`src/design/dfd_trace_pkg.sv`:
```
/* Shared widths, depths and enums of the debug trace sink.
   Modules pull these in by a wildcard import in their headers. */

package dfd_trace_pkg;

  // One trace entry as seen at the input
  localparam int TRACE_ENTRY_W = 32;

  // Two entries share one memory row
  localparam int TRACE_ROW_W = 64;

  // 512 rows of storage
  localparam int TRACE_ADDR_W = 9;

  // Entry index, bit 0 picks the row half and the upper bits the row
  localparam int TRACE_IDX_W = 10;

  // Total entries held, also the saturation point of the write count
  localparam int TRACE_DEPTH = 1 << TRACE_IDX_W;

  // Count has one more bit so it can reach TRACE_DEPTH
  localparam int TRACE_CNT_W = TRACE_IDX_W + 1;

  // One write mask bit per row half
  localparam int TRACE_MASK_W = 2;

  // Memory read latency in cycles, grant to data on the port
  localparam int TRACE_RD_LATENCY = 3;

  // Capture behaviour once the memory has been filled
  typedef enum logic {
    CAP_WRAP = 1'b0,  // Keep going and overwrite the oldest entries
    CAP_STOP = 1'b1   // Freeze after the last entry
  } capture_mode_e;

  // Readout request holding
  typedef enum logic {
    RD_IDLE       = 1'b0,
    RD_WAIT_GRANT = 1'b1
  } rd_state_e;

endpackage

```
`src/design/trace_readout_ctrl.sv`:
```
/* Host readout side, holds one read request until granted and selects the entry half.
   Granted reads are tracked through the memory latency by a short shift register. */

`timescale 1ns/1ps

module trace_readout_ctrl
  import dfd_trace_pkg::*;
(
  input  logic                     i_clk,
  input  logic                     i_reset_n,
  input  logic                     i_rd_req,
  input  logic [TRACE_IDX_W-1:0]   i_rd_idx,
  input  logic                     i_rd_grant,
  input  logic [TRACE_ROW_W-1:0]   i_mem_rd_data,
  output logic                     o_rd_req_pend,
  output logic [TRACE_ADDR_W-1:0]  o_rd_row,
  output logic                     o_rd_valid,
  output logic [TRACE_ENTRY_W-1:0] o_rd_data,
  output logic                     o_rd_busy
);

  // Memory latency plus the half-select register
  localparam int SR_LEN = TRACE_RD_LATENCY + 1;

  rd_state_e state_q;

  // Held request
  logic [TRACE_ADDR_W-1:0] req_row_q;
  logic                    req_half_q;

  // Reads in flight, bit 0 is the newest grant
  logic [SR_LEN-1:0] vld_sr_q;
  logic [SR_LEN-1:0] half_sr_q;

  logic req_take;

  // New requests only while idle, others are ignored
  assign req_take = (state_q == RD_IDLE) & i_rd_req;

  // Request FSM
  always_ff @(posedge i_clk) begin
    if (!i_reset_n) begin
      state_q <= RD_IDLE;
    end else begin
      case (state_q)
        RD_IDLE: begin
          if (i_rd_req) begin
            state_q <= RD_WAIT_GRANT;
          end
        end
        RD_WAIT_GRANT: begin
          // Grant is a single pulse, the request is done with
          if (i_rd_grant) begin
            state_q <= RD_IDLE;
          end
        end
        default: state_q <= RD_IDLE;
      endcase
    end
  end

  // Request address and half
  always_ff @(posedge i_clk) begin
    if (req_take) begin
      req_row_q  <= i_rd_idx[TRACE_IDX_W-1:1];
      req_half_q <= i_rd_idx[0];
    end
  end

  // In-flight tracking and output register
  always_ff @(posedge i_clk) begin
    if (!i_reset_n) begin
      vld_sr_q   <= '0;
      o_rd_valid <= 1'b0;
    end else begin
      vld_sr_q   <= {vld_sr_q[SR_LEN-2:0], i_rd_grant};
      // Oldest stage lines up with the matured memory output
      o_rd_valid <= vld_sr_q[SR_LEN-1];
    end
  end

  // Half bits travel with the valid bits
  always_ff @(posedge i_clk) begin
    half_sr_q <= {half_sr_q[SR_LEN-2:0], req_half_q};
    if (vld_sr_q[SR_LEN-1]) begin
      o_rd_data <= i_mem_rd_data[half_sr_q[SR_LEN-1]*TRACE_ENTRY_W +: TRACE_ENTRY_W];
    end
  end

  assign o_rd_req_pend = (state_q == RD_WAIT_GRANT);
  assign o_rd_row      = req_row_q;
  // Busy only until the grant, later reads overlap in the pipeline
  assign o_rd_busy     = (state_q == RD_WAIT_GRANT);

endmodule

```
`config.mk`:
```
export PLATFORM = sky130hd
export DESIGN_NAME = trace_readout_ctrl
export DESIGN_NICKNAME = d
export VERILOG_FILES = /design/src/design/dfd_trace_pkg.sv /design/src/design/trace_readout_ctrl.sv
export SDC_FILE = /design/constraint.sdc
export NUM_CORES = 1
export LEC_CHECK = 0
export BUFFER_PORTS_ARGS = -buffer_cell sky130_fd_sc_hd__buf_2
export CAP_MARGIN = 20
export CORE_MARGIN = 2
export CORE_UTILIZATION = 46
export CTS_BUF_LIST = sky130_fd_sc_hd__clkbuf_16
export DETAILED_ROUTE_END_ITERATION = 6
export PLACE_DENSITY = 0.91
export SYNTH_ARGS = -nofsm -noshare
export SYNTH_HDL_FRONTEND = slang
export SYNTH_SLANG_ARGS = --single-unit
```
`constraint.sdc`:
```
create_clock -name i_clk -period 2.3 [get_ports i_clk]
set_input_delay 0.345 -clock i_clk [delete_from_list [all_inputs] [get_ports i_clk]]
set_output_delay 0.345 -clock i_clk [all_outputs]
set_load 0.005 [all_outputs]
```
Word-level counts from Yosys, hierarchy flattened
Index checks and enable logic that the tools add are counted.
{ "word_totals": {"wordCells": 13, "out_inout_bits": 44, "input_bits": 78, "reg_bits": 52} }
{ "op_classes": {"n_shift": 1, "bitwise_logic": 2, "muxes": 3} }
{ "op_table": {"columns": ["cell", "count"], "rows": [
  ["variable part select 64 x 7 -> 32 bit", 1],
  ["2-to-1 mux 1 bit", 2],
  ["one-hot mux 1 bit (2 select lines)", 1],
  ["AND 1 bit", 1],
  ["NOT 1 bit", 1]
]} }

Depth between registers and ports, before layout
{ "depth": {"depth_word": 2, "mapped_depth": 3, "mapped_depth_nobuf": 2} }

Least setup slack after synthesis
OpenSTA, ideal clock, no wires.
{ "synth_path": {"path_type": "register to register", "from": "register vld_sr_q[3]", "to": "register o_rd_data[0] (enable)", "setup_ns": 0.391, "stages_incl_launch_ff": 1, "n_path_buf": 0, "t_arrival_ns": 0.977, "setup_slack_ns": 0.931, "period_less_slack_ns": 1.369, "required_ns": 1.909, "path_cell_list": "dfxtp_1"} }
{ "synth_rtl": {"columns": ["item", "line", "text"], "rows": [
  ["start, declared", "trace_readout_ctrl.sv:32", "logic [SR_LEN-1:0] vld_sr_q;"],
  ["start signal, assigned", "trace_readout_ctrl.sv:76", "vld_sr_q <= {vld_sr_q[SR_LEN-2:0], i_rd_grant};"],
  ["end signal, assigned", "trace_readout_ctrl.sv:86", "o_rd_data <= i_mem_rd_data[half_sr_q[SR_LEN-1]*TRACE_ENTRY_W +: TRACE_ENTRY_W];"],
  ["end, declared", "trace_readout_ctrl.sv:18", "output logic [TRACE_ENTRY_W-1:0] o_rd_data,"]
]} }
No word-level cell between the ends.

Final worst setup path
{ "layout_path": {"from": "register half_sr_q[3]", "to": "register o_rd_data[30], data pin"} }
{ "layout_between": {"elab_chain_len": 1} }
{ "layout_lines": {"columns": ["item", "line", "text"], "rows": [
  ["start, declared", "trace_readout_ctrl.sv:33", "logic [SR_LEN-1:0] half_sr_q;"],
  ["start signal, assigned", "trace_readout_ctrl.sv:84", "half_sr_q <= {half_sr_q[SR_LEN-2:0], req_half_q};"],
  ["variable part select 64 x 7 -> 32 bit", "trace_readout_ctrl.sv:86", null]
]} }
Every way passes these cells.
A chain may end at the register's enable or synchronous reset.

==> metrics <==
CP top delay family=flip-flops; Max Buffers Root-to-Sink=2; total of warnings raised by yosys=0; area added between synthesis and finish=40.8%; met3 layer wire length in the routed design=531 um; register bit count reported by yosys=52; unrepaired setup endpoints after global routing=false; worst path required time=2.33 ns; latest clock arrival within the worst-skew pair=0.28 ns; Peak supply drop=a little over 0.5 mV; run status=completed; DRC violations left=0; routed vias=between 1k and 1.5k; Die Area=5040 sq um; Hold WS=0.232 ns; Post-CTS Resized=0; total routed wire length on the met1 layer=1430 um; highest metal used=met4; Iteration-0 DRC Markers=76; global-route wire length before repair=between 6000 and 7000 um; Synth Net Count=175; CP cell instances=buf_12 -> mux2_2; Std-Cell Rows=24; Num CTS Buffers=5; Crit path buffers/inverters=1; arrival time of data at the critical path endpoint=1.55 ns; total negative slack for setup checks=0 ns; routability congestion estimate=0.738; maximum cell stage delay along the critical path=approximately 0.64 ns; Yosys cell types=10; count of input and output buffers=approximately 120; Post-CTS Setup Bufs=0; number of setup violations in the final report=0; hold buffer count at CTS=0; Tcrit/Tclk final=65.8%; post-synthesis average cell area=21.3 sq um; Worst Setup Path Type=reg2reg; clock tree skew after final layout=0.00357 ns; number of antenna violations at the first check in global routing=0; Num Clock Sinks=52; routed length per instance=14.6 um; PD cells=790 nW/um^2; initial core utilization=47.7%; Slew headroom=44.2%; Maximum Capacitance Violations=0; type of destination of the critical path=register; min cycle time layout=1.51 ns; Worst path depth=2; clock slew at reported path FFs=0.06 ns; post-synthesis share of cell area spent on xor and xnor gates=0%; largest net degree at the start of global routing=20; startpoint kind of the worst setup timing path=register; CTS H-tree lvls=2; ratio of cells with drive above 1 in the final layout=73.7%; Power, Total=about 2300 uW; overall global routing resource usage=16.7%; via count of the first global-routing pass=~1.4k; number of vias per cell=approximately 4.7; Clock Root Buffer=sky130_fd_sc_hd__clkbuf_16; detailed-routing iteration count for the pre-antenna-repair pass=4; y dimension of the die=71.0 um; instance count of the mapped netlist=97; fraction of the mapped netlist area in compound gates=less than 1%; largest family of logic cells by synthesized area=multiplexers; part of the Yosys area used for sequential elements=70.8%; WHS Path Cells=1; Antenna diodes=0; depth of the worst register-to-register path=2; x dimension of the die=71.0 um; LEAKAGE=between 0.001 and 0.0015 uW; nets@finish=around 300; maximum clock frequency=roughly 660 MHz; Slew Viols, Final=0; slew at the pin closest to its max-slew limit=0.835 ns; multiplexer share of the synthesized area=22.9%; antenna viol nets, final=0; sum of met2 wire segment lengths after detailed routing=2000 um; number of top-level pins=~120; total wire length after detailed routing=4030 um; summed instance area of the synthesized netlist=2060 sq um; number of hold violations in the final report=0; CTS tree=yes; area fraction in and, or, nand and nor cells after synthesis=2.12%; total of fill cells in the finished design=about 310; worst-path fanout max=19; type of the most critical hold path=in2reg; adder and majority cell fraction of the synthesized area=0%; core area=4320 sq um; Critical Path Slowest Stage Cell=sky130_fd_sc_hd__dfxtp_2; Remaining Overflow, GRT=0
==> final timing paths <==
path	startpoint	end	slack, ns
worst max-delay path	half_sr_q[3]	o_rd_data[30]	0.79
worst min-delay path	i_rd_idx[2]	o_rd_row[1]	0.23
worst max register to register	half_sr_q[3]	o_rd_data[30]	0.79
worst min register to register	half_sr_q[2]	half_sr_q[3]	0.33
==> placed cells by master, fill, tap and decap left out <==
master / netlist / layout
sky130_fd_sc_hd__and2_1: 5 / 5
sky130_fd_sc_hd__buf_2: 0 / 121
sky130_fd_sc_hd__o21a_1: 1 / 1
sky130_fd_sc_hd__nor2b_1: 2 / 2
sky130_fd_sc_hd__buf_12: 3 / 1
sky130_fd_sc_hd__clkbuf_16: 0 / 5
sky130_fd_sc_hd__bufinv_16: 0 / 3
sky130_fd_sc_hd__buf_4: 1 / 2
sky130_fd_sc_hd__dfxtp_2: 0 / 1
sky130_fd_sc_hd__edfxtp_1: 42 / 42
sky130_fd_sc_hd__mux2_2: 2 / 2
sky130_fd_sc_hd__dfxtp_1: 10 / 9
sky130_fd_sc_hd__mux2_4: 30 / 30
==> cell usage after synthesis <==
cell                       instances  area (sq um)
sky130_fd_sc_hd__mux2_2            2          22.5
sky130_fd_sc_hd__edfxtp_1         42          1260
sky130_fd_sc_hd__buf_6             1          11.3
sky130_fd_sc_hd__buf_12            3          60.1
sky130_fd_sc_hd__dfxtp_1          10           200
sky130_fd_sc_hd__and2_1            5          31.3
sky130_fd_sc_hd__buf_4             1          7.51
sky130_fd_sc_hd__o21a_1            1          7.51
sky130_fd_sc_hd__mux2_4           30           450
sky130_fd_sc_hd__nor2b_1           2          12.5
==> final cells by class <==
| class | instances | area (sq um) | share of cell area [%] |
|---|---|---|---|
| timing repair buffer | 124 | 641 | 22.0 |
| clock buffer | 5 | 125 | 4.30 |
| multi-input combinational | 40 | 524 | 18.0 |
| sequential | 52 | 1460 | 50.3 |
| tap | 52 | 65.1 | 2.24 |
| clock inverter | 3 | 90.1 | 3.10 |
==> layer usage <==
metal | up-vias | GRT usage, %
met4 | 0 | 6.50
met3 | 8 | 7.83
met1 | 579 | 17.0
li1 | 613 | -
met5 | - | 0
met2 | 93 | 29.7
==> worst reg2reg max path, delay by kind of cell (launching register included) <==
kind,cells,cell delay (ns)
mux,1,0.37
flops,1,0.64
buf+inv,1,0.26
==> kinds of logic after synthesis <==
| group | Yosys count |
|---|---|
| compound gates | 1 |
| buf+inv | 5 |
| flops | 52 |
| mux | 32 |
| simple gates | 7 |
==> state kept, by name, indices dropped and copies added (netlist names) <==
name / flops
half_sr_q: 4
o_rd_busy: 1
o_rd_data: 32
o_rd_row: 9
o_rd_valid: 1
req_half_q: 1
vld_sr_q: 4
==> metrics by stage <==
step | area (sq um) | setup slack [ns] | std cells | util (%)
after floorplan | 2060 | 0.931 | 97 | -
after global placement | 2690 | 0.812 | 268 | 62.3
after detailed placement | 2690 | 0.765 | 268 | 62.3
after CTS | 2910 | 0.757 | 276 | 67.2
after global routing | 2910 | 0.740 | 276 | 67.2
final | 2910 | 0.786 | 276 | 67.2
==> power breakdown <==
part | switching (uW) | leakage, uW | internal, uW
combinational | 61.3 | 0.000775 | 131
sequential | 14.6 | 0.000468 | 1050
clock | 307 | 0.000104 | 732
Note: power is estimated with default switching activity, not from simulation.
