**src/design/dfd_trace_pkg.sv**
```systemverilog
/* Shared widths, depths and enums of the debug trace sink.
   Modules pull these in by a wildcard import in their headers. */

package dfd_trace_pkg;

  // One trace entry as seen at the input
  localparam int TRACE_ENTRY_W = 32;

  // Two entries share one memory row
  localparam int TRACE_ROW_W = 64;

  // 512 rows of storage
  localparam int TRACE_ADDR_W = 9;

  // Entry index, bit 0 picks the row half and the upper bits the row
  localparam int TRACE_IDX_W = 10;

  // Total entries held, also the saturation point of the write count
  localparam int TRACE_DEPTH = 1 << TRACE_IDX_W;

  // Count has one more bit so it can reach TRACE_DEPTH
  localparam int TRACE_CNT_W = TRACE_IDX_W + 1;

  // One write mask bit per row half
  localparam int TRACE_MASK_W = 2;

  // Memory read latency in cycles, grant to data on the port
  localparam int TRACE_RD_LATENCY = 3;

  // Capture behaviour once the memory has been filled
  typedef enum logic {
    CAP_WRAP = 1'b0,  // Keep going and overwrite the oldest entries
    CAP_STOP = 1'b1   // Freeze after the last entry
  } capture_mode_e;

  // Readout request holding
  typedef enum logic {
    RD_IDLE       = 1'b0,
    RD_WAIT_GRANT = 1'b1
  } rd_state_e;

endpackage

```
**src/design/trace_port_arb.sv**
```systemverilog
/* Combinational arbiter for the single trace memory port.
   Capture writes always win and a pending read is granted in the first free cycle. */

`timescale 1ns/1ps

module trace_port_arb
  import dfd_trace_pkg::*;
(
  input  logic                    i_wr_req,
  input  logic [TRACE_ADDR_W-1:0] i_wr_row,
  input  logic [TRACE_MASK_W-1:0] i_wr_mask,
  input  logic [TRACE_ROW_W-1:0]  i_wr_data,
  input  logic                    i_rd_req_pend,
  input  logic [TRACE_ADDR_W-1:0] i_rd_row,
  output logic                    o_rd_grant,
  output logic                    o_mem_chip_en,
  output logic                    o_mem_wr_en,
  output logic [TRACE_ADDR_W-1:0] o_mem_addr,
  output logic [TRACE_MASK_W-1:0] o_mem_wr_mask,
  output logic [TRACE_ROW_W-1:0]  o_mem_wr_data
);

  // Trace entries are never delayed, reads take the leftover cycles
  assign o_rd_grant = i_rd_req_pend & ~i_wr_req;

  always_comb begin
    // Idle port by default
    o_mem_chip_en = 1'b0;
    o_mem_wr_en   = 1'b0;
    o_mem_addr    = i_rd_row;
    o_mem_wr_mask = '0;
    if (i_wr_req) begin
      o_mem_chip_en = 1'b1;
      o_mem_wr_en   = 1'b1;
      o_mem_addr    = i_wr_row;
      o_mem_wr_mask = i_wr_mask;
    end else if (i_rd_req_pend) begin
      // Grant and memory read share this cycle
      o_mem_chip_en = 1'b1;
    end
  end

  // Ignored by the memory unless write enable is set
  assign o_mem_wr_data = i_wr_data;

endmodule

```
**config.mk**
```make
export PLATFORM = sky130hd
export DESIGN_NAME = trace_port_arb
export DESIGN_NICKNAME = d
export VERILOG_FILES = /design/src/design/dfd_trace_pkg.sv /design/src/design/trace_port_arb.sv
export SDC_FILE = /design/constraint.sdc
export NUM_CORES = 1
export LEC_CHECK = 0
export ABC_AREA = 1
export BUFFER_PORTS_ARGS = -buffer_cell sky130_fd_sc_hd__clkbuf_2
export CORE_AREA = 2 2 63 65
export DETAILED_ROUTE_END_ITERATION = 8
export DIE_AREA = 0 0 65 67
export PLACE_DENSITY_LB_ADDON = 0.3
export SYNTH_ARGS = -nofsm -noshare
export SYNTH_HDL_FRONTEND = slang
export SYNTH_SLANG_ARGS = --single-unit
```
**constraint.sdc**
```tcl
create_clock -name vclk -period 0.8
set_input_delay 0.08 -clock vclk [all_inputs]
set_output_delay 0.08 -clock vclk [all_outputs]
set_load 0.005 [all_outputs]
```
# Word level (Yosys, flattened, before mapping)
# Cells that the tools add are included.
# op_classes
n_mux,5
n_bitwise,2
# op_table
cell,n
two-way mux 9 bit,1
two-way mux 1 bit,3
two-way mux 2 bit,1
bitwise AND 1 bit,1
inverter 1 bit,1
# word_totals
register_bits,0
inputBits,86
out_inout_bits,78
word_cells,7

# Depth between registers and ports, before layout
# Gate-level depths: netlist (run 1).
# logic_depth
word_depth,2
mapped_depth,3

# Worst setup path before layout (run 1)
# OpenSTA, ideal clock, no wires.
# synth_timing
kind,input to output
from,in i_wr_req
to,out o_rd_grant
arrival_time_ns,0.309
slack_ns,0.411
stages,2
path_buffers,1
cell_sequence,buf_6 -> nor2_1
# synth_between
elab_chain_cells,2
# synth_lines
element,line,source
"start, declared",trace_port_arb.sv:9,"input logic i_wr_req,"
inverter 1 bit,trace_port_arb.sv:24,assign o_rd_grant = i_rd_req_pend & ~i_wr_req;
bitwise AND 1 bit,trace_port_arb.sv:24,
"end, declared",trace_port_arb.sv:15,"output logic o_rd_grant,"
# Every way passes these cells.

# Worst setup path after layout (run 1)
# layout_timing
from,in i_wr_req
to,out o_mem_addr[7]
# layout_between
elab_chain_cells,1
# layout_lines
element,line,source
two-way mux 9 bit,trace_port_arb.sv:32,if (i_wr_req) begin
"end, declared",trace_port_arb.sv:18,"output logic [TRACE_ADDR_W-1:0] o_mem_addr,"
# Every way passes these cells.

==> results of run 1 <==
-- metal layers --
layer | vias up | wire (µm) | GRT usage (%)
met5 | - | 0 | 0
met4 | 0 | 118 | 6.91
met3 | 26 | 223 | 3.38
met2 | 33 | 712 | 8.89
met1 | 136 | 370 | 4.50
li1 | 175 | - | -
-- how the worst max path moves through the flow --
stage,from,endpoint,slack [ns]
global placement,i_wr_req,o_mem_addr[7],0.09
floorplan,i_wr_req,o_rd_grant,0.41
detailed placement,i_wr_req,o_mem_addr[7],0.09
CTS,i_wr_req,o_mem_addr[7],0.09
finish,i_wr_req,o_mem_addr[7],0.12
global route,i_wr_req,o_mem_addr[7],0.03
-- metrics by stage --
step | worst slack, ns | power, µW | util [%] | instances
6_report | 0.124 | 180 | 10.9 | 120
5_1_grt | 0.0331 | 205 | 10.9 | 120
4_1_cts | 0.0900 | 185 | 10.9 | 120
3_5_place_dp | 0.0907 | 185 | 10.9 | 120
3_3_place_gp | 0.0923 | 188 | 10.9 | 120
2_1_floorplan | 0.411 | 327 | - | 101
-- synthesized netlist by cell type --
cell	instances
inv_2	1
buf_6	1
nor2_1	1
inv_1	3
buf_4	65
nand2_1	30
-- area by class of cell --
type,instances,area [µm²]
Tap cell,48,60.1
Timing Repair Buffer,37,200
Inverter,4,15.0
Fill cell,430,3210
Multi-Input combinational cell,31,116
-- cells by family after synthesis --
kind of cell,synth area share (%)
buf+inv,81.5
simple gates,18.5
-- power breakdown --
group	internal, µW	switching (µW)	total (µW)
logic	97.5	82.3	180
clock network	0	0	0
registers	0	0	0
total	97.5	82.3	180
==> impl_metrics.csv, run 1 <==
group,metric,value,unit
run_status,status,"finished clean",
min_path,hold_depth,0,
grt,grtUsageTotal,5.68,%
synthesis,synth_top_area_share,77.4,%
grt,grt_max_degree,14,
synthesis,syn_area_per_cell,6.24,µm²
grt,grt_overflow_total,0,
detailed_routing,vias,370,
timing,finalCritPeriodShare,84.5,%
min_path,min_path_type,"in -> out",
final_layout,fin_nets,160,
worst_setup_path,cp-start-kind,"input pin",
timing,worstMarginPinSlew,0.154,ns
final_layout,final.clkbuf_count,0,
flow_run,maxCapViolCount,0,
placement,gp_congestion,0.634,
final_layout,fin_area,392,µm²
timing,setup_viol,0,
worst_setup_path,crit_family,"buffers and inverters",
placement,dp_hpwl,1290,µm
clock_network,cts_hold_repair.buffers,0,
floorplan,die_w,65,µm
synthesis,ys_seq_area_share,0,%
synthesis,synthesis.area,631,µm²
detailed_routing,first_pass_iters,2,
clock_network,cts_setup_buffers,0,
timing,rsz0062_at_grt,"no",
floorplan,fp.dieH,67,µm
detailed_routing,detail-route-antenna-nets,0,
min_path,hold_path_startpoint,"i_wr_data[19]",
placement,place_area,392,µm²
floorplan,io_pins,164,
final_layout,design.seq.count,0,
timing,timing.hold.ws,0.160,ns
worst_setup_path,critPathMaxStageDelay,0.14,ns
worst_setup_path,endpoint_kind,"output pin",
timing,min_period,0.676,ns
worst_setup_path,path_buf_inv,3,
floorplan,start_util,17.5,%
power_and_ir_drop,power.density,459,mW/mm²
final_layout,drive_gt1_share,52.8,%
synthesis,synth_largest_area_cell,"buf_4",
synthesis,ys_warn_count,0,
timing,tns,0,ns
worst_setup_path,crit_chain,"clkbuf_2, inv_2, nand2_1, nand2_1, clkbuf_2",
placement,io_buffers,36,
timing,max_freq,1.48,GHz
detailed_routing,drt_iter0_markers,1,
detailed_routing,routed_wl,1430,µm
grt,grt_pass1_wl,1930,µm
floorplan,rows,22,
grt,grt_pass1_vias,370,
power_and_ir_drop,peakVddDrop,0.0483,mV
timing,hold_viol,0,
synthesis,synthCells,101,
worst_setup_path,worstPathRequired,0.72,ns
floorplan,dieArea,0.00436,mm²
min_path,whs_endpoint,"o_mem_wr_data[19]",
final_layout,final_common_cell,"clkbuf_2",
final_layout,ff_latch_area,0,µm²
worst_setup_path,cpMaxStageDelayCell,"inv_2",
synthesis,yosysUniqueCellTypes,6,
grt,antenna_found_initial,0,
detailed_routing,drt-wirelength-per-cell,11.9,µm
synthesis,synth_fp_nets,187,
timing,drv_slew,0,
detailed_routing,viasPerCell,3.08,
final_layout,area_growth,-37.9,%
detailed_routing,post-route-drc-count,0,
final_layout,final_cell_mix,"clkbuf_2, nand2_1, inv_1",
power_and_ir_drop,power_leakage,0.000273,µW
timing,max-slew-margin-rel,89.7,%
worst_setup_path,arrival,0.60,ns
worst_setup_path,cp_max_fo,10,
worst_setup_path,path_depth,5,
final_layout,n_antenna_cell,0,
worst_setup_path,crit_type,"in -> out",
floorplan,fp.coreArea,0.00361,mm²
synthesis,synth_area_leaders,"buf_4, nand2_1, buf_6, inv_1, inv_2",
clock_network,cts-resized-gates,0,
Note: power is estimated with default switching activity, not from simulation.
==> run 2: changes to the inputs <==
--- a/config.mk
+++ b/config.mk
@@ -7,9 +7,9 @@
 export LEC_CHECK = 0
 export ABC_AREA = 1
 export BUFFER_PORTS_ARGS = -buffer_cell sky130_fd_sc_hd__clkbuf_2
-export CORE_AREA = 2 2 63 65
+export CORE_AREA = 2 2 64 66
 export DETAILED_ROUTE_END_ITERATION = 8
-export DIE_AREA = 0 0 65 67
+export DIE_AREA = 0 0 66 68
 export PLACE_DENSITY_LB_ADDON = 0.3
 export SYNTH_ARGS = -nofsm -noshare
 export SYNTH_HDL_FRONTEND = slang
==> run 2 against run 1 <==
Critical path type unchanged. Sequential share of layout area did not move. Core utilization fell by 0.70 points. Worst hold slack did not move. Critical path depth did not move. Global-route usage barely moved. First-iteration DRC count rose by 100%. Cell area did not move. Non-clock buffer count rose by 1. Final cell count rose by 2.5%. Die area rose by 3.1%. Setup slack got worse by 0.058 ns. Power fell by 1.9%.
==> impl_metrics.csv, run 2 (same netlist as run 1, synthesis figures left out) <==
group,metric,value,unit
run_status,status,"finished clean",
detailed_routing,wl_met3,434,µm
worst_setup_path,cp_max_fo,9,
clock_network,cts-resized-gates,0,
final_layout,final.clkbuf_count,0,
floorplan,io_pins,164,
detailed_routing,routed_wl,1720,µm
detailed_routing,viasPerCell,3.20,
final_layout,fin_area,392,µm²
timing,tns,0,ns
grt,grt_max_degree,11,
power_and_ir_drop,peakVddDrop,0.0672,mV
timing,timing.hold.ws,0.160,ns
grt,antenna_found_initial,0,
timing,rsz0062_at_grt,"no",
final_layout,drive_gt1_share,53.4,%
clock_network,cts_hold_repair.buffers,0,
detailed_routing,post-route-drc-count,0,
floorplan,fp.dieH,68,µm
floorplan,rows,23,
detailed_routing,met1Wirelength,322,µm
worst_setup_path,arrival,0.65,ns
grt,grt_overflow_total,0,
detailed_routing,vias,394,
timing,hold_viol,0,
timing,fin_ws,0.0658,ns
worst_setup_path,crit_start,"i_wr_req",
final_layout,fin_nets,161,
grt,grtUsageTotal,5.70,%
timing,max-slew-margin-rel,86.7,%
floorplan,dieArea,0.00449,mm²
final_layout,area_growth,-37.9,%
detailed_routing,top_layer_used,"met4",
floorplan,start_util,16.4,%
detailed_routing,route.met2.wl,829,µm
placement,dpl_worst_slack,0.0482,ns
placement,place_area,389,µm²
placement,dp_hpwl,1570,µm
timing,min_period,0.734,ns
placement,gp_congestion,0.607,
grt,grt_pass1_vias,331,
floorplan,die_w,66,µm
final_layout,n_antenna_cell,0,
power_and_ir_drop,power.density,451,mW/mm²
final_layout,ff_latch_area,0,µm²
worst_setup_path,cp-start-kind,"input pin",
timing,drv_slew,0,
min_path,min_path_type,"in -> out",
detailed_routing,detail-route-antenna-nets,0,
detailed_routing,drt-wirelength-per-cell,14.0,µm
final_layout,final_common_cell,"clkbuf_2",
detailed_routing,first_pass_iters,3,
detailed_routing,drt_iter0_markers,2,
power_and_ir_drop,total_power,176,µW
placement,io_buffers,36,
clock_network,cts_setup_buffers,0,
final_layout,design.seq.count,0,
power_and_ir_drop,power_leakage,0.000273,µW
grt,grt_pass1_wl,1900,µm
timing,finalCritPeriodShare,91.8,%
floorplan,fp.coreArea,0.00386,mm²
final_layout,final_cell_mix,"clkbuf_2, nand2_1, inv_1, buf_4",
timing,setup_viol,0,
min_path,hold_path_startpoint,"i_wr_data[3]",
worst_setup_path,worstPathRequired,0.72,ns
worst_setup_path,endpoint_kind,"output pin",
flow_run,maxCapViolCount,0,
timing,max_freq,1.36,GHz
worst_setup_path,crit_type,"in -> out",
timing,worstMarginPinSlew,0.200,ns
-- run 2: cell count changes in the layout (fill, tap and decap cells not counted) --
cell,delta
buf_12,-1
inv_2,-1
buf_4,+2
inv_4,+1
-- run 2: path summary, 6_finish.rpt --
check,slack [ns],cells past startpoint,to
worst min-delay path,0.16,0,o_mem_wr_data[3]
worst max-delay path,0.07,5,o_mem_addr[1]
-- run 2: metrics by stage --
stage / cells / util [%]
4_1_cts: 123 / 10.1
2_1_floorplan: 101 / -
3_5_place_dp: 123 / 10.1
6_report: 123 / 10.2
5_1_grt: 123 / 10.2
3_3_place_gp: 123 / 10.1
-- run 2: cell type report --
| type | instances | area, µm² |
|---|---|---|
| fill | 460 | 3460 |
| inverter | 4 | 17.5 |
| multi-input combinational | 31 | 116 |
| tap | 50 | 62.6 |
| timing repair buffer | 38 | 195 |
-- run 2: power by group --
group          total [µW]  internal, µW  switching (µW)
Sequential              0             0               0
Combinational         176          94.2            82.2
Clock                   0             0               0
-- run 2: routing by layer --
| metal | up-vias | global-route usage, % |
|---|---|---|
| li1 | 177 | - |
| met3 | 18 | 4.61 |
| met2 | 62 | 11.9 |
| met4 | 0 | 4.85 |
| met5 | - | 0 |
| met1 | 137 | 2.34 |
-- run 2: critical path, stage by stage --
cell and delay [ns]:
clkbuf_2 0.20, buf_4 0.16, nand2_1 0.04, nand2_1 0.07, clkbuf_2 0.11
==> run 3: changes to the inputs <==
--- a/config.mk
+++ b/config.mk
@@ -5,11 +5,10 @@
 export SDC_FILE = /design/constraint.sdc
 export NUM_CORES = 1
 export LEC_CHECK = 0
-export ABC_AREA = 1
 export BUFFER_PORTS_ARGS = -buffer_cell sky130_fd_sc_hd__clkbuf_2
-export CORE_AREA = 2 2 64 66
+export CORE_AREA = 2 2 63 65
 export DETAILED_ROUTE_END_ITERATION = 8
-export DIE_AREA = 0 0 66 68
+export DIE_AREA = 0 0 65 67
 export PLACE_DENSITY_LB_ADDON = 0.3
 export SYNTH_ARGS = -nofsm -noshare
 export SYNTH_HDL_FRONTEND = slang
==> run 3 against run 2 <==
Via count decreased by 25%. Synthesized area increased by 2.8%. Wire length decreased by 42%. Flip-flop and latch count unchanged. Power increased by 7.5%. Combinational power increased by 8%. Critical path depth decreased by 2. Core utilization increased by 1.1 points. Maximum frequency decreased by 1.3%. Final cell count decreased by 20%. Synthesized cell count decreased by 22%. Global-route usage decreased by 2.0 points. Largest power group unchanged.
==> impl_metrics.csv, run 3 <==
group,metric,value,unit
run_status,status,"finished clean",
synthesis,synth_area_leaders,"buf_4, mux2_4, mux2_2, and2_1, buf_6",
timing,min_period,0.744,ns
detailed_routing,detail-route-antenna-nets,0,
final_layout,final.clkbuf_count,0,
synthesis,ys_warn_count,0,
timing,worstMarginPinSlew,0.109,ns
floorplan,rows,22,
worst_setup_path,arrival,0.66,ns
power_and_ir_drop,power.density,467,mW/mm²
grt,grt_pass1_vias,288,
final_layout,fin_nets,138,
min_path,min_path_type,"in -> out",
floorplan,dieArea,0.00436,mm²
synthesis,synthesis.area,648,µm²
synthesis,yosysUniqueCellTypes,7,
worst_setup_path,critPathMaxStageDelay,0.34,ns
synthesis,syn_area_per_cell,8.20,µm²
grt,grt_pass1_wl,1320,µm
worst_setup_path,worstPathRequired,0.72,ns
final_layout,design.seq.count,0,
detailed_routing,post-route-drc-count,0,
power_and_ir_drop,power_leakage,0.000228,µW
timing,timing.hold.ws,0.160,ns
worst_setup_path,critPathCapture,"o_mem_addr[0]",
clock_network,cts_setup_buffers,0,
worst_setup_path,cp_max_fo,13,
timing,drv_slew,0,
floorplan,start_util,18.0,%
grt,grt_overflow_total,0,
detailed_routing,first_pass_iters,2,
synthesis,yosysMostFrequentCell,"buf_4",
detailed_routing,viasPerCell,3.00,
final_layout,finalNonFillerCells,98,
synthesis,synth_top_area_share,75.3,%
clock_network,cts_hold_repair.buffers,0,
timing,finalCritPeriodShare,93.0,%
grt,antenna_found_initial,0,
floorplan,die_w,65,µm
final_layout,final_cell_mix,"clkbuf_2, mux2_4, mux2_2, and2_1",
final_layout,post-route-util,11.3,%
power_and_ir_drop,peakVddDrop,0.131,mV
placement,gp_congestion,0.486,
floorplan,fp.dieH,67,µm
timing,hold_viol,0,
floorplan,io_pins,164,
grt,grtUsageTotal,3.66,%
detailed_routing,vias,294,
floorplan,fp.coreArea,0.00361,mm²
timing,rsz0062_at_grt,"no",
worst_setup_path,crit_chain,"buf_8, mux2_2, clkbuf_2",
timing,max-slew-margin-rel,92.7,%
worst_setup_path,cp-start-kind,"input pin",
synthesis,synth_common_cells,"buf_4, mux2_4, mux2_2",
worst_setup_path,crit_start,"i_wr_req",
timing,setup_viol,0,
final_layout,final_common_cell,"clkbuf_2",
worst_setup_path,crit_type,"in -> out",
worst_setup_path,cpMaxStageDelayCell,"mux2_2",
synthesis,synthCells,79,
final_layout,area_growth,-37.3,%
placement,io_buffers,36,
worst_setup_path,endpoint_kind,"output pin",
placement,dp_cells,98,
timing,max_freq,1.34,GHz
grt,grt_max_degree,14,
final_layout,drive_gt1_share,92.0,%
final_layout,n_fill_cell,407,
detailed_routing,routed_wl,1000,µm
synthesis,synth_fp_nets,165,
synthesis,ys_seq_area_share,0,%
synthesis,synth_largest_area_cell,"buf_4",
flow_run,maxCapViolCount,0,
final_layout,n_antenna_cell,0,
detailed_routing,drt-wirelength-per-cell,10.2,µm
final_layout,ff_latch_area,0,µm²
detailed_routing,drt_iter0_markers,5,
[run 3: cell types whose count changed after synthesis]
cell     change
inv_1        -3
nand2_1     -30
nor2_1       -1
mux2_2       +3
or2_1        +1
inv_2        -1
mux2_4       +6
and2_1       +2
nor2b_1      +1
[run 3: kinds of logic after synthesis]
| group | synth area share [%] |
|---|---|
| buffers and inverters | 77.0 |
| muxes | 19.1 |
| and+or+nand+nor | 3.86 |
[run 3: worst min-delay path by stage]
stage                             start                end  slack, ns  cells after the start
after floorplan            i_wr_data[0]   o_mem_wr_data[0]       0.24                      1
after global placement    i_wr_data[13]  o_mem_wr_data[13]       0.16                      0
after detailed placement  i_wr_data[13]  o_mem_wr_data[13]       0.16                      0
after CTS                 i_wr_data[13]  o_mem_wr_data[13]       0.16                      0
after global routing      i_wr_data[45]  o_mem_wr_data[45]       0.16                      0
final                     i_wr_data[21]  o_mem_wr_data[21]       0.16                      0
[run 3: cell type report]
class / count / area, µm² / area share, %
multi-input cells: 13 / 149 / 36.6
well taps: 48 / 60.1 / 14.8
repair buffers: 37 / 198 / 48.6
[run 3: per-layer routing]
metal | global-route usage (%) | part of all wire (%) | wire (µm)
met5 | 0 | 0 | 0
met4 | 6.38 | 11 | 108
met3 | 2.20 | 19 | 190
met2 | 4.64 | 47 | 468
met1 | 3.00 | 23 | 232
[run 3: report_power, final]
group	switching (µW)	internal [µW]
logic	62.6	127
registers	0	0
clock network	0	0
[run 3: worst max-delay path: cells and delay by family]
kind | cells | cell delay (ns)
multiplexers | 1 | 0.34
buffers and inverters | 2 | 0.24
[run 3: repair_timing]
action                                 in CTS  in global routing
setup endpoints to repair                  12                  3
endpoints found under the hold margin       0                  0
resized for setup                           2                  1
[run 3: metrics by stage]
stage / worst slack, ns / instance area, µm² / setup TNS, ns / total power (µW)
global route: 0.0265 / 407 / 0 / 207
detailed placement: -0.160 / 397 / -1.28 / 187
global placement: -0.132 / 397 / -1.02 / 187
CTS: 0.00860 / 405 / 0 / 192
floorplan: 0.219 / 648 / 0 / 346
finish: 0.0559 / 407 / 0 / 190
