[src/design/dfd_trace_pkg.sv]
/* Shared widths, depths and enums of the debug trace sink.
   Modules pull these in by a wildcard import in their headers. */

package dfd_trace_pkg;

  // One trace entry as seen at the input
  localparam int TRACE_ENTRY_W = 32;

  // Two entries share one memory row
  localparam int TRACE_ROW_W = 64;

  // 512 rows of storage
  localparam int TRACE_ADDR_W = 9;

  // Entry index, bit 0 picks the row half and the upper bits the row
  localparam int TRACE_IDX_W = 10;

  // Total entries held, also the saturation point of the write count
  localparam int TRACE_DEPTH = 1 << TRACE_IDX_W;

  // Count has one more bit so it can reach TRACE_DEPTH
  localparam int TRACE_CNT_W = TRACE_IDX_W + 1;

  // One write mask bit per row half
  localparam int TRACE_MASK_W = 2;

  // Memory read latency in cycles, grant to data on the port
  localparam int TRACE_RD_LATENCY = 3;

  // Capture behaviour once the memory has been filled
  typedef enum logic {
    CAP_WRAP = 1'b0,  // Keep going and overwrite the oldest entries
    CAP_STOP = 1'b1   // Freeze after the last entry
  } capture_mode_e;

  // Readout request holding
  typedef enum logic {
    RD_IDLE       = 1'b0,
    RD_WAIT_GRANT = 1'b1
  } rd_state_e;

endpackage

[src/design/trace_capture_ctrl.sv]
/* Trace capture side, packs 32-bit entries two per row through the write mask.
   Tracks the write pointer, the entry count and the wrap and full flags. */

`timescale 1ns/1ps

module trace_capture_ctrl
  import dfd_trace_pkg::*;
(
  input  logic                     i_clk,
  input  logic                     i_reset_n,
  input  logic                     i_trace_valid,
  input  logic [TRACE_ENTRY_W-1:0] i_trace_data,
  input  logic                     i_capture_en,
  input  capture_mode_e            i_capture_mode,
  input  logic                     i_capture_clear,
  output logic                     o_wr_req,
  output logic [TRACE_ADDR_W-1:0]  o_wr_row,
  output logic [TRACE_MASK_W-1:0]  o_wr_mask,
  output logic [TRACE_ROW_W-1:0]   o_wr_data,
  output logic [TRACE_CNT_W-1:0]   o_wr_count,
  output logic                     o_wrapped,
  output logic                     o_full
);

  // Entry staged for the write one cycle after its strobe
  logic                     stg_valid_q;
  logic [TRACE_ENTRY_W-1:0] stg_data_q;
  logic                     stg_stop_q;

  // Index of the entry being written by the staged write
  logic [TRACE_IDX_W-1:0]   wr_ptr_q;
  logic [TRACE_CNT_W-1:0]   wr_count_q;
  logic                     wrapped_q;
  logic                     full_q;

  logic last_entry;
  logic fill_pend;
  logic accept;

  // Staged write lands on the final entry slot
  assign last_entry = &wr_ptr_q;

  // Stop-mode write of entry 1023 is in flight, so the memory is full next cycle
  assign fill_pend = stg_valid_q & stg_stop_q & last_entry;

  // Entries are dropped only in stop mode once full
  always_comb begin
    accept = i_trace_valid & i_capture_en;
    if (i_capture_mode == CAP_STOP && (full_q || fill_pend)) begin
      accept = 1'b0;
    end
  end

  // Control state
  always_ff @(posedge i_clk) begin
    if (!i_reset_n) begin
      stg_valid_q <= 1'b0;
      wr_ptr_q    <= '0;
      wr_count_q  <= '0;
      wrapped_q   <= 1'b0;
      full_q      <= 1'b0;
    end else if (i_capture_clear) begin
      // Clear wins over a strobe in the same cycle
      stg_valid_q <= 1'b0;
      wr_ptr_q    <= '0;
      wr_count_q  <= '0;
      wrapped_q   <= 1'b0;
      full_q      <= 1'b0;
    end else begin
      stg_valid_q <= accept;
      // Pointer, count and flags follow the write itself
      if (stg_valid_q) begin
        wr_ptr_q <= wr_ptr_q + 1'b1;
        if (wr_count_q != TRACE_CNT_W'(TRACE_DEPTH)) begin
          wr_count_q <= wr_count_q + 1'b1;
        end
        if (last_entry) begin
          if (stg_stop_q) begin
            full_q <= 1'b1;
          end else begin
            wrapped_q <= 1'b1;
          end
        end
      end
    end
  end

  // Entry payload and the mode it arrived under
  always_ff @(posedge i_clk) begin
    if (accept) begin
      stg_data_q <= i_trace_data;
      stg_stop_q <= (i_capture_mode == CAP_STOP);
    end
  end

  // Write port, one cycle per staged entry
  assign o_wr_req  = stg_valid_q;
  assign o_wr_row  = wr_ptr_q[TRACE_IDX_W-1:1];
  // Pointer bit 0 picks the half, only that half is enabled
  assign o_wr_mask = TRACE_MASK_W'(1) << wr_ptr_q[0];
  // Entry copied into both halves, the mask decides which one sticks
  assign o_wr_data = {TRACE_MASK_W{stg_data_q}};

  // Status
  assign o_wr_count = wr_count_q;
  assign o_wrapped  = wrapped_q;
  assign o_full     = full_q;

endmodule

[config.mk]
export PLATFORM = sky130hd
export DESIGN_NAME = trace_capture_ctrl
export DESIGN_NICKNAME = d
export VERILOG_FILES = /design/src/design/dfd_trace_pkg.sv /design/src/design/trace_capture_ctrl.sv
export SDC_FILE = /design/constraint.sdc
export NUM_CORES = 1
export LEC_CHECK = 0
export BUFFER_PORTS_ARGS = -buffer_cell sky130_fd_sc_hd__buf_2
export CORE_UTILIZATION = 48
export DETAILED_ROUTE_END_ITERATION = 10
export PLACE_DENSITY = 0.92
export SLEW_MARGIN = 40
export SYNTH_ARGS = -nofsm -noshare
export SYNTH_HDL_FRONTEND = slang
export SYNTH_SLANG_ARGS = --single-unit
[constraint.sdc]
create_clock -name i_clk -period 5.3 [get_ports i_clk]
set_input_delay 0.265 -clock i_clk [delete_from_list [all_inputs] [get_ports i_clk]]
set_output_delay 0.265 -clock i_clk [all_outputs]
set_load 0.03 [all_outputs]
# Yosys cells after proc, flatten, opt, wreduce, memory -nomap -nowiden
# Cells that the tools add are included.
[classes] addsub=2 eq_ne=1 n_shift=1 mux=1 bitwise_logic=5 reduce_logical=7
[ops] operator="12-bit AND reduction" count=2
[ops] operator="11-bit by 1-bit adder with 11-bit output (second input constant)" count=1
[ops] operator="11-bit != test (second input constant)" count=1
[ops] operator="10-bit by 1-bit adder with 10-bit output (second input constant)" count=1
[ops] operator="10-bit AND reduction" count=1
[ops] operator="1-bit bitwise AND" count=3
[ops] operator="1-bit NOT" count=2
[ops] operator="2-bit AND reduction" count=1
[ops] operator="2-bit OR reduction" count=1
[ops] operator="1-bit by 1-bit left shift with 2-bit output (first input constant)" count=1
[ops] operator="1-bit logical AND" count=1
[ops] operator="1-bit logical OR" count=1
[ops] operator="1-bit two-way mux" count=1
[word_totals] reg_bits=57 input_bits=38 output_inout_bits=89 wordCells=24

# Depth between registers and ports, before layout
# Gate-level depths: netlist of run 1.
[logic_depth] depth_word=5 depth_mapped=5 ltp_nobuf=5

# Least setup slack after synthesis of run 1
# No wires, ideal clock.
[synth_path] path_type="reg2reg" start="reg stg_valid_q, in the netlist o_wr_req" end="reg stg_data_q[0], enable pin" setup_ns=0.434 arrival_time_ns=2.716 required_time_ns=4.866 setup_slack_ns=2.150 path_stages_with_launch=6 n_path_buf=2 synth_period_minus_slack_ns=3.150 path_cell_list="dfxtp_1 > buf_2 > nand4_1 > clkbuf_1 > nor4_1 > a21oi_1"
[synth_via] elab_chain_cells=5
[synth_rtl] item="start: declaration" line="trace_capture_ctrl.sv:26" source="logic stg_valid_q;"
[synth_rtl] item="start signal: assignment" line="trace_capture_ctrl.sv:70" source="stg_valid_q <= accept;"
[synth_rtl] item="1-bit bitwise AND (2 in series)" line="trace_capture_ctrl.sv:44" source="assign fill_pend = stg_valid_q & stg_stop_q & last_entry;"
[synth_rtl] item="1-bit logical OR" line="trace_capture_ctrl.sv:49" source="if (i_capture_mode == CAP_STOP && (full_q || fill_pend)) begin"
[synth_rtl] item="1-bit logical AND" line="trace_capture_ctrl.sv:49"
[synth_rtl] item="1-bit two-way mux" line="trace_capture_ctrl.sv:49"
[synth_rtl] item="via accept" line="trace_capture_ctrl.sv:38" source="logic accept;"
[synth_rtl] item="end signal: assignment" line="trace_capture_ctrl.sv:91" source="stg_data_q <= i_trace_data;"
[synth_rtl] item="end: declaration" line="trace_capture_ctrl.sv:27" source="logic [TRACE_ENTRY_W-1:0] stg_data_q;"
# The timed path passes the listed nets, and every way through them passes these cells.
# A chain may end at the register's enable or synchronous reset.

# Worst setup path after layout of run 1
[layout_path] start="reg stg_valid_q, in the netlist o_wr_req" end="reg stg_data_q[15], enable pin"
# The elaborated chain is that of the path after synthesis.

==> reports/qor.txt, run 1 <==
Final number of hold-violating endpoints - 0
Number of vias after detailed routing - 1923
RSZ-0062 raised after global routing - false
Largest fanout on the critical path - 19
Period utilization - 51.2%
Gate count after technology mapping - 201
Clock-pin slew on the worst setup and hold paths - 70 ps
Post-route insts no fill - 373
# IOs - 127
Maximum buffer depth of the clock tree - 2
Distinct cell type count of the synthesized netlist - 37
Post-layout min period - 2710 ps
Share of layout cells above drive strength 1 - 48.4%
Hold Path Stages - 1
Mean Syn Cell Area - 12.0 µm²
Hold-fix buffers at CTS - 0
Number of flip-flops and latches in the synthesized netlist - 57
# H-tree levels - 3
Required time of the critical path - 5380 ps
Aggregate negative setup slack - 0 ps
Final Max Slew Viols - 0
Synth Net Count - 242
Number of clock buffers inserted by TritonCTS - 9
Cell at the root of the clock tree - sky130_fd_sc_hd__clkbuf_8
Maximum number of pins on one net before global-route repair - 20
Clock latency of the later-clocked register in the worst-skew pair - 330 ps
Type of element capturing the critical path - flop
Clock tree from TritonCTS - built
Total instance count after detailed placement - 357
Register area share after synthesis - 61.0%
Most common library cell in the layout ignoring fill and taps - sky130_fd_sc_hd__buf_2
Max Clock Skew - 5.45 ps
Syn Std Cell Area - 2410 µm²
Antenna diodes - 0
Residual DRC count - 0
EDFF count, synth - 33
Y dimension of the die - 72.9 µm
CTS sink cnt - 57
Status - finished clean
Total power of the final layout - 1.05 mW
Area of the die - 5310 µm²
Final Setup Violations - 0
Most used flip-flop cell after synthesis - sky130_fd_sc_hd__edfxtp_1
Core Area - 4790 µm²
Number of nets with antenna violations after routing - 0
Number of warnings issued by yosys - 0
Global-route wire length before repair - 8180 µm
First DRT Iteration DRCs - 63
Via count of the first global-routing pass - 1728
Worst-Margin Slew - 719 ps
Initial standard-cell utilization of the core - 50.4%
HPWL after DPL - 4250 µm
GRT Total Usage - 21.3%
Power per unit of standard cell area - 338 nW/µm²
Number of port buffers - 126
Arrival time reported for the critical path endpoint - 2800 ps
Number of cells on the worst reg-to-reg path - 4
Growth of design area from synthesis to finish - 29.0%
Pre-CTS setup slack - 2580 ps
Worst hold path class - primary input to flop
Remaining global-route overflow - 0
Commonest cells after routing, fill and taps aside - sky130_fd_sc_hd__buf_2 (126), sky130_fd_sc_hd__edfxtp_1 (33), sky130_fd_sc_hd__dfxtp_1 (24)
Routed wire length - 5560 µm
Post-cts resize count - 0
Net count reported at finish - 342
Cell leakage power - 1.31 nW
Setup repair bufs after CTS - 0
Setup slack of the critical path after layout - 2590 ps
Slew Limit Headroom - 51.6%
Detailed-route wire length per cell - 14.9 µm
Ratio of routed vias to standard cells - 5.16
Highest clock rate - 369 MHz
RD Place Congestion - 0.731
Antenna violations before repair - 0
Maximum VDD drop - 137 µV
Type of origin of the critical path - flop
Die boundary width - 72.9 µm
Row count - 25
Detailed Routing Iterations Pass 1 - 4
Ys async rst share - 0%
Maximum capacitance violations - 0
Type of the worst setup path - flop to flop
state kept, by name (all words and copies together) (netlist names):
name,cells
wr_ptr_q,10
o_wr_count,11
o_wrapped,1
o_wr_req,1
stg_data_q,32
stg_stop_q,1
o_full,1
critical path, cell delays in order, from the launching register on:
cell and delay, ps:
sky130_fd_sc_hd__dfxtp_1 690, sky130_fd_sc_hd__nand4_1 480, sky130_fd_sc_hd__nor4_1 770, sky130_fd_sc_hd__a21oi_4 290, sky130_fd_sc_hd__buf_16 240
Yosys cell counts (all sizes together), types with 2 or more instances:
cell type,number,area share [%]
clkbuf,4,0.62
dfxtp,24,20
nor4bb,2,0.83
nor4,3,0.78
nand4,8,2.1
nor3,2,0.41
nor2,7,1.1
a21oi,10,2.1
nor2b,2,0.52
xnor2,2,0.73
ha,3,1.6
nand2,8,1.2
o31ai,5,1.6
inv,6,0.93
nand3,8,1.7
nand3b,2,0.62
edfxtp,33,41
buf,34,10
o21a,5,1.6
or3,5,1.3
or4,8,2.6
o21ai,6,1.2
xor2,4,1.5
where the power goes:
part,switching (mW),internal (mW),total (mW),leakage (nW)
clock network,0.165,0.262,0.427,0.106
logic,0.0932,0.0354,0.129,0.700
registers,0.00938,0.488,0.498,0.503
total,0.267,0.786,1.05,1.31
through the flow:
stage	hold WS, ps	area, µm²	util, %
2_1_floorplan	359	2410	-
3_3_place_gp	442	2870	60.1
3_5_place_dp	444	2900	60.6
4_1_cts	91.3	3110	65.0
5_1_grt	84.4	3110	65.0
6_report	109	3110	65.0
layer usage:
layer,global-route usage [%],vias up,part of all wire (%)
met2,39.4,78,55
met5,0,-,0
met4,8.50,0,0.95
met1,21.5,925,37
li1,-,915,-
met3,8.01,5,7.3
final timing paths:
check                                startpoint             end  slack, ps
worst min-delay path            i_trace_data[6]   stg_data_q[6]        110
worst max register to register         o_wr_req  stg_data_q[15]       2590
worst max-delay path                   o_wr_req  stg_data_q[15]       2590
worst min register to register        o_wrapped       o_wrapped        460
final cells by class:
cell class	instances	area, µm²
clock buffers	10	128
clock inverters	6	82.6
fillers	403	1670
inverters	6	22.5
multi-input cells	100	666
flip-flops and latches	57	1470
well taps	67	83.8
repair buffers	127	658
kinds of logic (layout without fill, tap and decap cells):
logic type,Yosys count,in the layout,synth area share (%)
xor+xnor,6,6,2.18
buf+inv,44,149,11.9
fa+ha+maj,3,3,1.56
flops,57,57,61.0
simple gates,59,59,14.8
compound gates,31,31,8.14
mux,1,1,0.415
No activity file was read; power rests on OpenSTA's default activity.
==> run 2, diff against run 1 <==
- ABC_AREA: default -> 1
- CORE_UTILIZATION: 48 -> 45
- PLACE_DENSITY: 0.92 -> 0.87
- clock period: 5.3 -> 2.62 ns (I/O delays scaled with it)
==> reports/qor.txt, run 2 <==
Status - finished clean
Die boundary width - 76.2 µm (+4.6%)
Via count of the first global-routing pass - 2052 (+19%)
Highest clock rate - 568 MHz (+54%)
Number of cells on the worst reg-to-reg path - 8 (+4)
Setup repair bufs after CTS - 0 (unchanged)
Detailed-route wire length per cell - 13.8 µm (-7.8%)
Worst-Margin Slew - 595 ps (-123 ps)
Final Max Slew Viols - 0 (unchanged)
Ys async rst share - 0% (unchanged)
Final Setup Violations - 0 (unchanged)
Remaining global-route overflow - 0 (unchanged)
CP Cell Sequence - ha_1 > nand3_1 > nand3b_1 > nand2_1 > nand2_1 > nand3_1 > inv_1 > buf_4
Maximum VDD drop - 636 µV (+360%)
Maximum number of pins on one net before global-route repair - 33 (+65%)
Commonest cells after routing, fill and taps aside - sky130_fd_sc_hd__buf_2 (126), sky130_fd_sc_hd__nand2_1 (57), sky130_fd_sc_hd__dlygate4sd3_1 (33), sky130_fd_sc_hd__edfxtp_1 (33)
Final number of hold-violating endpoints - 0 (unchanged)
EDFF count, synth - 33 (unchanged)
Syn Std Cell Area - 2480 µm² (+2.8%)
Largest fanout on the critical path - 32 (+13)
Number of clock buffers inserted by TritonCTS - 9 (unchanged)
Slew Limit Headroom - 60.2% (+8.5 points)
HPWL after DPL - 3980 µm (-6.4%)
Synth Net Count - 292 (+21%)
Largest Register - stg_data_q
Core Area - 5200 µm² (+8.8%)
Top cells by count, synth - sky130_fd_sc_hd__nand2_1 (57), sky130_fd_sc_hd__edfxtp_1 (33), sky130_fd_sc_hd__buf_4 (32), sky130_fd_sc_hd__dfxtp_1 (24), sky130_fd_sc_hd__nor2_1 (24)
Number of stages on the worst setup path - 8 (+4)
Most common cell in the netlist - sky130_fd_sc_hd__nand2_1
Period utilization - 67.2% (+16 points)
# H-tree levels - 3 (unchanged)
Maximum buffer depth of the clock tree - 2 (unchanged)
Routed wire length - 6330 µm (+14%)
Most common library cell in the layout ignoring fill and taps - sky130_fd_sc_hd__buf_2
Buf+Inv Stages, Crit Path - 2 (+1)
Distinct cell type count of the synthesized netlist - 22 (-41%)
Number of flip-flops and latches in the synthesized netlist - 57 (unchanged)
Number of port buffers - 126 (unchanged)
Max Clock Skew - 10.4 ps (+4.92 ps)
Type of the worst setup path - flop to flop
Hold Path Stages - 3 (+2)
Required time of the critical path - 2610 ps (-2770 ps)
Clock-pin slew on the worst setup and hold paths - 70 ps (about the same)
Most used flip-flop cell after synthesis - sky130_fd_sc_hd__edfxtp_1
Cell leakage power - 1.53 nW (+17%)
Top-area cell type share of the netlist area - 40.0% (-1.1 points)
Antenna diodes - 0 (unchanged)
Row count - 26 (+4.0%)
Number of nets with antenna violations after routing - 0 (unchanged)
Area of the die - 5810 µm² (+9.4%)
RD Place Congestion - 0.850 (+16%)
Post-detailed-placement cell area - 2920 µm² (+0.78%)
Mean Syn Cell Area - 9.88 µm² (-18%)
Aggregate negative setup slack - 0 ps (unchanged)
Maximum capacitance violations - 0 (unchanged)
Number of warnings issued by yosys - 0 (unchanged)
Worst hold path class - primary input to flop
Ratio of routed vias to standard cells - 4.62 (-10%)
Clock tree from TritonCTS - built
Register area share after synthesis - 59.3% (-1.7 points)
Global-route wire length before repair - 9840 µm (+20%)
Type of element capturing the critical path - flop
Fill cell instance count of the final layout - 427 (+6.0%)
Post-route cell area - 3460 µm² (+11%)
Initial standard-cell utilization of the core - 47.6% (-2.8 points)
Cell at the root of the clock tree - sky130_fd_sc_hd__clkbuf_8
Detailed Routing Iterations Pass 1 - 4 (unchanged)
Antenna violations before repair - 0 (unchanged)
Residual DRC count - 0 (unchanged)
Arrival time reported for the critical path endpoint - 1750 ps (-1050 ps)
Y dimension of the die - 76.2 µm (+4.6%)
Max reg flops - 32 (unchanged)
Type of origin of the critical path - flop
# IOs - 127 (unchanged)
GRT Total Usage - 22.3% (+1.0 points)
Gate count after technology mapping - 251 (+25%)
Delay contributed by the slowest stage of the critical path - 360 ps (-410 ps)
CTS sink cnt - 57 (unchanged)
Growth of design area from synthesis to finish - 39.5%
Crit-path leading delay family - buffers and inverters
Dominant cells by area after synthesis - sky130_fd_sc_hd__edfxtp_1 (40%), sky130_fd_sc_hd__dfxtp_1 (19%), sky130_fd_sc_hd__buf_4 (9.7%), sky130_fd_sc_hd__nand2_1 (8.6%), sky130_fd_sc_hd__a21oi_1 (3.6%)
Post-layout min period - 1760 ps (-950 ps)
Share of layout cells above drive strength 1 - 38.2% (-10 points)
Number of vias after detailed routing - 2124 (+10%)
RSZ-0062 raised after global routing - false
Net count reported at finish - 426 (+25%)
First DRT Iteration DRCs - 79 (+25%)
Slowest cell on the critical path - sky130_fd_sc_hd__buf_4
Area leader, netlist - sky130_fd_sc_hd__edfxtp_1
Clock latency of the later-clocked register in the worst-skew pair - 330 ps (about the same)
Power per unit of standard cell area - 589 nW/µm² (+74%)
[run 2: cell types whose count changed after synthesis, sizes merged, moves of 3 or more]
cell	before	now
inv	6	23
a21oi	10	19
nor2	7	25
nor4	3	0
or4	8	0
or3	5	0
nand2	8	58
o21a	5	0
nand4	8	4
o31ai	5	0
[run 2: per-stage QoR]
| stage | hold WS, ps | instances | utilization (%) | power, mW | setup WS, ps |
|---|---|---|---|---|---|
| 2_1_floorplan | 230 | 251 | - | 1.14 | 537 |
| 5_1_grt | 101 | 460 | 66.4 | 2.10 | 704 |
| 3_5_place_dp | 310 | 411 | 56.2 | 1.18 | 880 |
| 4_1_cts | 87.2 | 460 | 66.4 | 2.04 | 869 |
| 3_3_place_gp | 308 | 411 | 56.2 | 1.18 | 940 |
| 6_report | 106 | 460 | 66.4 | 2.04 | 858 |
[run 2: cell type report]
| class | count | area, µm² | area share (%) |
|---|---|---|---|
| flip-flops and latches | 57 | 1470 | 42.5 |
| repair buffers | 160 | 968 | 28.0 |
| multi-input cells | 134 | 641 | 18.5 |
| clock buffers | 10 | 138 | 3.98 |
| well taps | 70 | 87.6 | 2.53 |
| inverters | 23 | 86.3 | 2.50 |
| clock inverters | 6 | 66.3 | 1.92 |
[run 2: cells by family (layout without fill, tap and decap cells)]
kind of cell	Yosys count	after routing	share of synthesized area [%]
AOI/OAI and AO/OA	27	27	5.60
buffers and inverters	60	199	14.8
xor gates and xnor gates	6	6	2.12
DFF	57	57	59.3
adders and majority gates	3	3	1.51
and+or+nand+nor	98	98	16.6
[run 2: final timing paths]
check                                      end  slack (ps)          start
worst max register to register  stg_data_q[15]         860    wr_ptr_q[1]
worst max-delay path            stg_data_q[15]         860    wr_ptr_q[1]
worst min register to register       o_wrapped         460      o_wrapped
worst min-delay path                  o_wr_req         110  i_trace_valid
[run 2: repair_timing]
action	4_1_cts	5_1_grt
resized for setup	0	0
hold buffers	33	0
hold endpoints to repair	33	0
[run 2: metal layers]
metal / track usage (%) / routed length, µm / vias up
met5: 0 / 0 / -
li1: - / - / 1054
met4: 10.8 / 121 / 0
met2: 39.7 / 3230 / 98
met1: 23.8 / 2520 / 961
met3: 7.07 / 453 / 11
[run 2: power breakdown]
part	switching (mW)	internal, mW
logic	0.139	0.0826
registers	0.0125	0.974
clock network	0.362	0.466
[run 2: worst min-delay path: stages]
cell	delay (ps)
sky130_fd_sc_hd__buf_2	100
sky130_fd_sc_hd__nand3_1	100
sky130_fd_sc_hd__nor2_1	60
